$ cat config.mk
export PLATFORM = sky130hd
export DESIGN_NAME = lcd_scan_top
export DESIGN_NICKNAME = d
export VERILOG_FILES = /design/src/hw/lcd_pkg.sv /design/src/hw/fb_mem_if.sv /design/src/hw/fb_arbiter.sv /design/src/hw/fb_ram.sv /design/src/hw/scanout_fetch.sv /design/src/hw/lcd_spi_tx.sv /design/src/hw/lcd_scan_top.sv
export SDC_FILE = /design/constraint.sdc
export NUM_CORES = 2
export LEC_CHECK = 0
export BUFFER_PORTS_ARGS = -buffer_cell sky130_fd_sc_hd__buf_2
export CORE_ASPECT_RATIO = 1.5
export CORE_MARGIN = 2
export CORE_UTILIZATION = 45
export CTS_CLUSTER_SIZE = 8
export DETAILED_ROUTE_END_ITERATION = 6
export PLACE_DENSITY = 0.69
export SLEW_MARGIN = 20
export SYNTH_ARGS = -nofsm -noshare
export SYNTH_HDL_FRONTEND = slang
export SYNTH_MEMORY_MAX_BITS = 65536
export SYNTH_SLANG_ARGS = --single-unit
$ cat constraint.sdc
create_clock -name clk_sys -period 9.4 [get_ports clk_sys]
set_clock_uncertainty 0.2 [all_clocks]
set_input_delay 1.88 -clock clk_sys [delete_from_list [all_inputs] [get_ports clk_sys]]
set_output_delay 1.88 -clock clk_sys [all_outputs]
set_load 0.02 [all_outputs]
$ cat src/hw/lcd_pkg.sv
`default_nettype none

package lcd_pkg;

	localparam int fb_addr_w      = 8;   // 256 halfwords
	localparam int pix_w          = 16;  // rgb565
	localparam int cmd_w          = 8;
	localparam int frame_pixels   = 32;  // addresses 0 to 31
	localparam int pix_fifo_depth = 4;   // also the initial credit count

	typedef logic [fb_addr_w-1:0] fb_addr_t;
	typedef logic [pix_w-1:0]     pixel_t;
	typedef logic [cmd_w-1:0]     cmd_t;

	// framebuffer masters, as seen by the arbiter
	typedef enum logic {
		host = 1'b0,
		scan = 1'b1
	} master_t;

endpackage

`default_nettype wire

$ cat src/hw/fb_mem_if.sv
`timescale 1ns/1ps
`default_nettype none

interface fb_mem_if;
	import lcd_pkg::*;

	logic     req;     // held until gnt
	logic     we;
	fb_addr_t addr;
	pixel_t   wdata;
	logic     gnt;     // acceptance when high with req at a rising edge
	pixel_t   rdata;
	logic     rvalid;  // one cycle after a read is accepted

	modport master (
		output req,
		output we,
		output addr,
		output wdata,
		input  gnt,
		input  rdata,
		input  rvalid
	);

	modport slave (
		input  req,
		input  we,
		input  addr,
		input  wdata,
		output gnt,
		output rdata,
		output rvalid
	);

endinterface

`default_nettype wire

$ cat src/hw/fb_arbiter.sv
`timescale 1ns/1ps
`default_nettype none

module fb_arbiter (
	input  wire      clk_sys,
	input  wire      lcd_cs,
	fb_mem_if.slave  host_bus,
	fb_mem_if.slave  scan_bus,
	fb_mem_if.master ram_bus
);
	import lcd_pkg::*;

	master_t last_win;  // winner of the last accepted request
	master_t rd_owner;  // master whose read data is due next
	master_t pick;
	logic    accept;

	always_comb begin
		if (host_bus.req && scan_bus.req)
			pick = (last_win == host) ? scan : host;  // loser of last round goes first
		else if (scan_bus.req)
			pick = scan;
		else
			pick = host;
	end

	assign ram_bus.req   = host_bus.req | scan_bus.req;
	assign ram_bus.we    = (pick == scan) ? scan_bus.we    : host_bus.we;
	assign ram_bus.addr  = (pick == scan) ? scan_bus.addr  : host_bus.addr;
	assign ram_bus.wdata = (pick == scan) ? scan_bus.wdata : host_bus.wdata;

	assign accept = ram_bus.req && ram_bus.gnt;

	assign host_bus.gnt = accept && (pick == host);
	assign scan_bus.gnt = accept && (pick == scan);

	always_ff @(posedge clk_sys or posedge lcd_cs) begin
		if (lcd_cs) begin
			last_win <= scan;  // host takes the first tie
			rd_owner <= host;
		end else if (accept) begin
			last_win <= pick;
			if (!ram_bus.we)
				rd_owner <= pick;  // tag the read in flight
		end
	end

	// response goes back to the owner only
	assign host_bus.rvalid = ram_bus.rvalid && (rd_owner == host);
	assign scan_bus.rvalid = ram_bus.rvalid && (rd_owner == scan);
	assign host_bus.rdata  = (rd_owner == host) ? ram_bus.rdata : '0;
	assign scan_bus.rdata  = (rd_owner == scan) ? ram_bus.rdata : '0;

endmodule

`default_nettype wire

$ cat src/hw/fb_ram.sv
`timescale 1ns/1ps
`default_nettype none

module fb_ram (
	input  wire     clk_sys,
	fb_mem_if.slave ram_bus
);
	import lcd_pkg::*;

	pixel_t mem [0:(1 << fb_addr_w) - 1];
	logic   wr_accept;
	logic   rd_accept;

	assign ram_bus.gnt = ram_bus.req;  // single port, never stalls

	assign wr_accept = ram_bus.req && ram_bus.gnt && ram_bus.we;
	assign rd_accept = ram_bus.req && ram_bus.gnt && !ram_bus.we;

	always_ff @(posedge clk_sys) begin
		if (wr_accept)
			mem[ram_bus.addr] <= ram_bus.wdata;
		if (rd_accept)
			ram_bus.rdata <= mem[ram_bus.addr];  // registered read
	end

	always_ff @(posedge clk_sys) begin
		ram_bus.rvalid <= rd_accept;  // single cycle pulse per read
	end

endmodule

`default_nettype wire

$ cat src/hw/scanout_fetch.sv
`timescale 1ns/1ps
`default_nettype none

module scanout_fetch (
	input  wire                  clk_sys,
	input  wire                  lcd_cs,
	input  wire                  frame_start,
	input  wire lcd_pkg::cmd_t   cmd_in,
	fb_mem_if.master             scan_bus,
	output logic                 pix_valid,
	output lcd_pkg::pixel_t      pix_data,
	input  wire                  credit_ret,
	output logic                 cmd_valid,
	output lcd_pkg::cmd_t        cmd_byte
);
	import lcd_pkg::*;

	typedef logic [$clog2(pix_fifo_depth + 1) - 1:0] credit_t;
	typedef logic [$clog2(2 * pix_w + 1) - 1:0]      drain_t;

	fb_addr_t rd_addr;    // next pixel, doubles as read count
	credit_t  credits;
	drain_t   drain_cnt;  // serializer still shifting the last pixel
	logic     active;
	logic     idle;
	logic     reads_done;
	logic     accept;
	logic     last_ret;

	assign idle       = !active && (drain_cnt == '0);
	assign reads_done = (rd_addr == fb_addr_t'(frame_pixels));

	// start request goes straight to the serializer
	assign cmd_valid = frame_start && idle;
	assign cmd_byte  = cmd_in;

	assign scan_bus.req   = active && !reads_done && (credits != '0);
	assign scan_bus.we    = 1'b0;  // read only master
	assign scan_bus.addr  = rd_addr;
	assign scan_bus.wdata = '0;

	assign accept = scan_bus.req && scan_bus.gnt;

	// final credit back means the last pixel just entered the shifter
	assign last_ret = credit_ret && reads_done &&
		(credits == credit_t'(pix_fifo_depth - 1));

	always_ff @(posedge clk_sys or posedge lcd_cs) begin
		if (lcd_cs) begin
			active    <= 1'b0;
			rd_addr   <= '0;
			credits   <= credit_t'(pix_fifo_depth);
			drain_cnt <= '0;
		end else begin
			if (cmd_valid) begin
				active  <= 1'b1;
				rd_addr <= '0;
			end else if (accept) begin
				rd_addr <= rd_addr + 1'b1;
			end

			case ({accept, credit_ret})
				2'b10:   credits <= credits - 1'b1;  // read issued
				2'b01:   credits <= credits + 1'b1;  // pixel left the queue
				default: credits <= credits;
			endcase

			if (last_ret) begin
				active    <= 1'b0;
				drain_cnt <= drain_t'(2 * pix_w);  // two clocks per bit
			end else if (drain_cnt != '0) begin
				drain_cnt <= drain_cnt - 1'b1;
			end
		end
	end

	// one queue beat per read response
	always_ff @(posedge clk_sys or posedge lcd_cs) begin
		if (lcd_cs)
			pix_valid <= 1'b0;
		else
			pix_valid <= scan_bus.rvalid;
	end

	always_ff @(posedge clk_sys) begin
		pix_data <= scan_bus.rdata;
	end

endmodule

`default_nettype wire

$ cat src/hw/lcd_spi_tx.sv
`timescale 1ns/1ps
`default_nettype none

module lcd_spi_tx (
	input  wire                  clk_sys,
	input  wire                  lcd_cs,
	input  wire                  cmd_valid,
	input  wire lcd_pkg::cmd_t   cmd_byte,
	input  wire                  pix_valid,
	input  wire lcd_pkg::pixel_t pix_data,
	output logic                 credit_ret,
	output logic                 frame_busy,
	output logic                 lcd_sel,
	output logic                 lcd_dc,
	output logic                 lcd_sck,
	output logic                 lcd_mosi
);
	import lcd_pkg::*;

	typedef logic [$clog2(pix_fifo_depth) - 1:0]     ptr_t;
	typedef logic [$clog2(pix_fifo_depth + 1) - 1:0] fill_t;
	typedef logic [$clog2(pix_w + 1) - 1:0]          bit_cnt_t;
	typedef logic [$clog2(frame_pixels + 1) - 1:0]   pix_cnt_t;

	pixel_t   fifo_mem [pix_fifo_depth];
	ptr_t     wr_ptr;
	ptr_t     rd_ptr;
	fill_t    fifo_cnt;
	pixel_t   shreg;
	bit_cnt_t bits_left;  // bits of the current word not yet on mosi
	pix_cnt_t pix_left;   // pixels still to pop this frame
	logic     hold;       // bit on mosi, high phase still to come
	logic     step;
	logic     pop;

	assign step = frame_busy && !hold;
	assign pop  = step && (bits_left == '0) && (pix_left != '0) && (fifo_cnt != '0);

	assign credit_ret = pop;

	// pixel queue, never overflows under the credit limit
	always_ff @(posedge clk_sys) begin
		if (pix_valid)
			fifo_mem[wr_ptr] <= pix_data;
	end

	always_ff @(posedge clk_sys or posedge lcd_cs) begin
		if (lcd_cs) begin
			wr_ptr   <= '0;
			rd_ptr   <= '0;
			fifo_cnt <= '0;
		end else begin
			if (pix_valid)
				wr_ptr <= wr_ptr + 1'b1;
			if (pop)
				rd_ptr <= rd_ptr + 1'b1;
			case ({pix_valid, pop})
				2'b10:   fifo_cnt <= fifo_cnt + 1'b1;
				2'b01:   fifo_cnt <= fifo_cnt - 1'b1;
				default: fifo_cnt <= fifo_cnt;
			endcase
		end
	end

	always_ff @(posedge clk_sys or posedge lcd_cs) begin
		if (lcd_cs) begin
			frame_busy <= 1'b0;
			lcd_sel    <= 1'b1;
			lcd_dc     <= 1'b0;
			lcd_sck    <= 1'b0;
			lcd_mosi   <= 1'b0;
			hold       <= 1'b0;
			bits_left  <= '0;
			pix_left   <= '0;
		end else if (!frame_busy) begin
			if (cmd_valid) begin
				frame_busy <= 1'b1;
				bits_left  <= bit_cnt_t'(cmd_w);
				pix_left   <= pix_cnt_t'(frame_pixels);
			end
		end else if (hold) begin
			lcd_sck <= 1'b1;  // receiver samples on this edge
			hold    <= 1'b0;
		end else begin
			lcd_sck <= 1'b0;
			if (bits_left != '0) begin
				lcd_mosi  <= shreg[pix_w-1];  // msb first
				lcd_sel   <= 1'b0;
				bits_left <= bits_left - 1'b1;
				hold      <= 1'b1;
			end else if (pix_left == '0) begin
				frame_busy <= 1'b0;  // last high phase just ended
				lcd_sel    <= 1'b1;
				lcd_dc     <= 1'b0;
				lcd_mosi   <= 1'b0;
			end else if (pop) begin
				lcd_mosi  <= fifo_mem[rd_ptr][pix_w-1];
				lcd_dc    <= 1'b1;  // data from here on
				bits_left <= bit_cnt_t'(pix_w - 1);
				pix_left  <= pix_left - 1'b1;
				hold      <= 1'b1;
			end
			// queue empty: sck stays low, frame stretches
		end
	end

	always_ff @(posedge clk_sys) begin
		if (!frame_busy && cmd_valid)
			shreg <= {cmd_byte, {(pix_w - cmd_w){1'b0}}};  // command left aligned
		else if (step && (bits_left != '0))
			shreg <= shreg << 1;
		else if (pop)
			shreg <= fifo_mem[rd_ptr] << 1;  // msb already on mosi
	end

endmodule

`default_nettype wire

$ cat src/hw/lcd_scan_top.sv
`timescale 1ns/1ps
`default_nettype none

module lcd_scan_top (
	input  wire                    clk_sys,
	input  wire                    lcd_cs,
	input  wire                    host_req,
	input  wire                    host_we,
	input  wire lcd_pkg::fb_addr_t host_addr,
	input  wire lcd_pkg::pixel_t   host_wdata,
	input  wire                    frame_start,
	input  wire lcd_pkg::cmd_t     cmd_in,
	output logic                   host_gnt,
	output lcd_pkg::pixel_t        host_rdata,
	output logic                   host_rvalid,
	output logic                   frame_busy,
	output logic                   lcd_sel,
	output logic                   lcd_dc,
	output logic                   lcd_sck,
	output logic                   lcd_mosi
);
	import lcd_pkg::*;

	logic   cmd_valid;
	cmd_t   cmd_byte;
	logic   pix_valid;
	pixel_t pix_data;
	logic   credit_ret;

	fb_mem_if host_bus ();
	fb_mem_if scan_bus ();
	fb_mem_if ram_bus ();

	// host pins onto the host master bus
	assign host_bus.req   = host_req;
	assign host_bus.we    = host_we;
	assign host_bus.addr  = host_addr;
	assign host_bus.wdata = host_wdata;

	assign host_gnt    = host_bus.gnt;  // end of host wait
	assign host_rdata  = host_bus.rdata;
	assign host_rvalid = host_bus.rvalid;

	fb_arbiter i_arbiter (
		.clk_sys  (clk_sys),
		.lcd_cs   (lcd_cs),
		.host_bus (host_bus.slave),
		.scan_bus (scan_bus.slave),
		.ram_bus  (ram_bus.master)
	);

	fb_ram i_ram (
		.clk_sys (clk_sys),
		.ram_bus (ram_bus.slave)
	);

	scanout_fetch i_fetch (
		.clk_sys     (clk_sys),
		.lcd_cs      (lcd_cs),
		.frame_start (frame_start),
		.cmd_in      (cmd_in),
		.scan_bus    (scan_bus.master),
		.pix_valid   (pix_valid),
		.pix_data    (pix_data),
		.credit_ret  (credit_ret),
		.cmd_valid   (cmd_valid),
		.cmd_byte    (cmd_byte)
	);

	lcd_spi_tx i_spi_tx (
		.clk_sys    (clk_sys),
		.lcd_cs     (lcd_cs),
		.cmd_valid  (cmd_valid),
		.cmd_byte   (cmd_byte),
		.pix_valid  (pix_valid),
		.pix_data   (pix_data),
		.credit_ret (credit_ret),
		.frame_busy (frame_busy),
		.lcd_sel    (lcd_sel),
		.lcd_dc     (lcd_dc),
		.lcd_sck    (lcd_sck),
		.lcd_mosi   (lcd_mosi)
	);

endmodule

`default_nettype wire

==> out/metrics.csv <==
stage;metric;value;unit
route;DRC;0;
synthesis;FFs w/ async S/R, synth;1.06;%
layout;commonest non-fill, non-tap cells in the layout;edfxtp_1 (4,184), nand2_1 (3,495), nand3_1 (1,092);
setup_path;CP top delay family;simple AND/OR/NAND/NOR gates;
pwr;Total Power;58.2;mW
placed_design;Post-DP Area;0.173;sq mm
timing;Slew Viols, Final;0;
synthesis;Seq/Total Area, Yosys;77.0;%
layout;area of the multi-input gates;0.0349;sq mm
synthesis;syn_area_per_cell;13.6;sq um
global_routing;GRT overflow;0;
route;mean number of vias per cell;6.06;
global_routing;total track usage;25.2;%
floorplanning;initial core utilization;45.2;%
job;max_cap viols;0;
timing;worst slew pin tran;1.28;ns
timing;RSZ-0062 raised after global routing;false;
floorplanning;Core ar.;0.366;sq mm
setup_path;Worst setup EP type;flip-flop;
route;via count;105185;
layout;Fillers;29168;
setup_path;flop2flop setup slack;2.67;ns
layout;area grow syn2layout;14.3;%
synthesis;gate count after technology mapping;12108;
route;met2 wire len;239;mm
synthesis;synthesized area;0.165;sq mm
floorplanning;Die Height;746;um
clocking;H-tree levels;6;
setup_path;Crit-path slowest cell;nor4_2;
route;DRT antenna net count;0;
clocking;CTS Hold Bufs;0;
synthesis;top cells by area, synth;edfxtp_1 (76%), nand2_1 (8.0%), nand3_1 (3.3%);
timing;final cycle utilization of the critical path;71.6;%
synthesis;Synth area leader;edfxtp_1;
layout;layout cells sized above 1;10.4;%
layout;most common cell after layout, fill and taps aside;edfxtp_1;
clocking;clk buf depth;4;
timing;Setup TNS;0;ns
clocking;Post-CTS Setup Bufs;0;
setup_path;Max stage delay on crit path;1.04;ns
global_routing;first-pass GRT wire length;694;mm
setup_path;CP arrival;7.19;ns
pwr;Max IR drop VDD;0.305;mV
synthesis;Primary FF master, synth;edfxtp_1;
setup_path;critical-path cell list;inv_1 > ha_1 > nor3b_2 > a211oi_4 > buf_4 > clkinv_2 > a21o_4 > nor2_4 > buf_12 > a32oi_1 > nand4_1 > nand4_1 > nor4_2 > nand3_1;
pwr;pwr dens;308;mW/mm^2
synthesis;EDFF count, synth;4184;
route;drt pass-1 iters;6;
clocking;CTS tree;yes;
route;met1 WL;162;mm
pwr;Static Leak;63.2;nW
global_routing;vias in the first global route;102008;
setup_path;CP startpoint kind;flip-flop;
timing;min cycle time layout;6.73;ns
clocking;clock slew at reported path FFs;0.05;ns
timing;relative slew slack;14.5;%
floorplanning;I/O pins;60;
route;met3 WL post-DR;42.1;mm
global_routing;largest net degree at the start of global routing;185;
clocking;Resize count post-CTS;0;
route;Initial DRC Count;13144;
placed_design;DP HPWL;282;mm
floorplanning;Die Area;0.372;sq mm
route;drt wl/cell;27.9;um
placed_design;Final Wtd Congestion;0.924;
timing;Highest Clock Rate;0.149;GHz
synthesis;share of the synthesized area in the top cell type;76.0;%
clocking;clk sinks;4253;
route;Top Layer Used;met5;
placed_design;IO buf count;59;
clocking;TritonCTS buffer count;606;
timing;Hold Vio Cnt, Final;0;
global_routing;initial antenna violation count;19;
setup_path;Worst Path Required;9.86;ns
setup_path;WP buf/inv;4;
floorplanning;Die Span X;499;um
setup_path;Crit Path Class;flip-flop to flip-flop;
min_path;worst min path class;flip-flop to flip-flop;
synthesis;Yosys reg bits;4253;
synthesis;Yosys Warn Count;0;
clocking;clk root buf;clkbuf_16;
layout;FF/Latch Area;0.127;sq mm
layout;Finished Cell Area;0.189;sq mm
outcome;status;complete, no violations;
synthesis;synth unique cells;73;
setup_path;most used cell along the critical path;nand4_1;
floorplanning;Cell Rows;272;
layout;nets@finish;12505;
route;routed wire length;484;mm
timing;Final setup viols;0;
setup_path;worst-path maximum fanout;56;
synthesis;Post-Syn Nets;12158;
clocking;Skew-Pair Late Insertion Delay;0.96;ns
## path summary, 6_finish.rpt
check | start | to | cells past startpoint
max | i_fetch.scan_bus.addr[1]$_DFFE_PP0P_ | i_ram.ram_bus.rdata[7]$_DFFE_PP_ | 14
max reg2reg | i_fetch.scan_bus.addr[1]$_DFFE_PP0P_ | i_ram.ram_bus.rdata[7]$_DFFE_PP_ | 14
min reg2reg | i_spi_tx.shreg[6]$_SDFFE_PP0P_ | i_spi_tx.shreg[6]$_SDFFE_PP0P_ | 2
min | i_spi_tx.shreg[6]$_SDFFE_PP0P_ | i_spi_tx.shreg[6]$_SDFFE_PP0P_ | 2
min in group asynchronous | lcd_cs | i_fetch.drain_cnt[1]$_DFFE_PP0P_ | 3
max in group asynchronous | lcd_cs | i_fetch.scan_bus.addr[7]$_DFFE_PP0P_ | 3
## tightest hold or removal path: stages, from the launching register on
cell and delay (ns):
dfxtp_1 0.31, nand2_1 0.05, a21oi_1 0.05
## cell families after synthesis
| family | Yosys count | share of synthesized area [%] |
|---|---|---|
| AOI/OAI and AO/OA | 1416 | 5.64 |
| xor gates and xnor gates | 21 | 0.111 |
| adders and majority gates | 13 | 0.108 |
| buffers and inverters | 810 | 2.14 |
| DFF | 4253 | 77.0 |
| muxes | 144 | 1.03 |
| and+or+nand+nor | 5451 | 14.0 |
## metal layers
metal	track usage, %	up-vias
met3	4.31	1392
li1	-	45395
met5	0	-
met2	42.3	5776
met1	28.8	52616
met4	19.3	6
## area by class of cell
| type | instances | share of cell area (%) |
|---|---|---|
| flip-flops and latches | 4253 | 67.4 |
| multi-input cells | 7045 | 18.5 |
| clock buffers | 672 | 8.26 |
| well taps | 4795 | 3.18 |
| repair buffers | 523 | 2.31 |
| clock inverters | 45 | 0.335 |
| inverters | 26 | 0.0523 |
| diodes | 9 | 0.0119 |
## where the power goes
part           leakage (nW)  total [mW]  internal, mW  switching, mW
Combinational          16.3        16.1          3.81           12.3
Sequential             39.0        22.9          22.6          0.316
Clock                  7.94        19.2          11.6           7.58
## stage by stage
step	instances	hold slack, ns	utilization (%)	setup WS, ns
after global placement	16633	0.240	47.1	1.09
after CTS	17357	0.260	51.6	2.67
after detailed placement	16640	0.253	47.2	1.72
final	17368	0.257	51.6	2.67
after floorplan	12108	0.232	-	1.99
after global routing	17361	0.277	51.6	2.67
## flip-flops by register name, indices dropped and copies added, names as in the netlist, 2 cells and up
| register | flops |
|---|---|
| i_fetch.pix_data | 16 |
| i_ram.ram_bus.rdata | 16 |
| i_fetch.drain_cnt | 6 |
| i_spi_tx.rd_ptr | 2 |
| i_fetch.credits | 3 |
| i_spi_tx.fifo_cnt | 3 |
| i_ram.mem | 4096 |
| i_spi_tx.bits_left | 5 |
| i_spi_tx.wr_ptr | 2 |
| i_spi_tx.fifo_mem | 64 |
| i_spi_tx.pix_left | 6 |
| i_fetch.scan_bus.addr | 8 |
| i_spi_tx.shreg | 15 |
## synthesized netlist by cell type (11+ instances only)
| cell | number |
|---|---|
| a31oi_1 | 422 |
| buf_2 | 303 |
| a32oi_1 | 232 |
| nor3_1 | 34 |
| clkbuf_1 | 357 |
| nor2b_1 | 22 |
| nor2_1 | 343 |
| and2_1 | 40 |
| buf_1 | 95 |
| o21ai_0 | 12 |
| edfxtp_1 | 4184 |
| xor2_1 | 11 |
| and3_1 | 15 |
| nand3_1 | 1092 |
| a2bb2oi_1 | 14 |
| a221oi_1 | 19 |
| mux2i_1 | 112 |
| a22oi_1 | 148 |
| a41oi_1 | 15 |
| ha_1 | 11 |
| or3_1 | 15 |
| a21oi_1 | 474 |
| nand2b_1 | 13 |
| o211ai_1 | 18 |
| dfxtp_1 | 24 |
| nand2_1 | 3513 |
| o2111ai_1 | 16 |
| nor4_1 | 17 |
| nand4_1 | 328 |
| dfrtp_1 | 42 |
| buf_4 | 25 |
| inv_1 | 24 |
| mux4_2 | 18 |
Power figures use the tool's default switching activity.
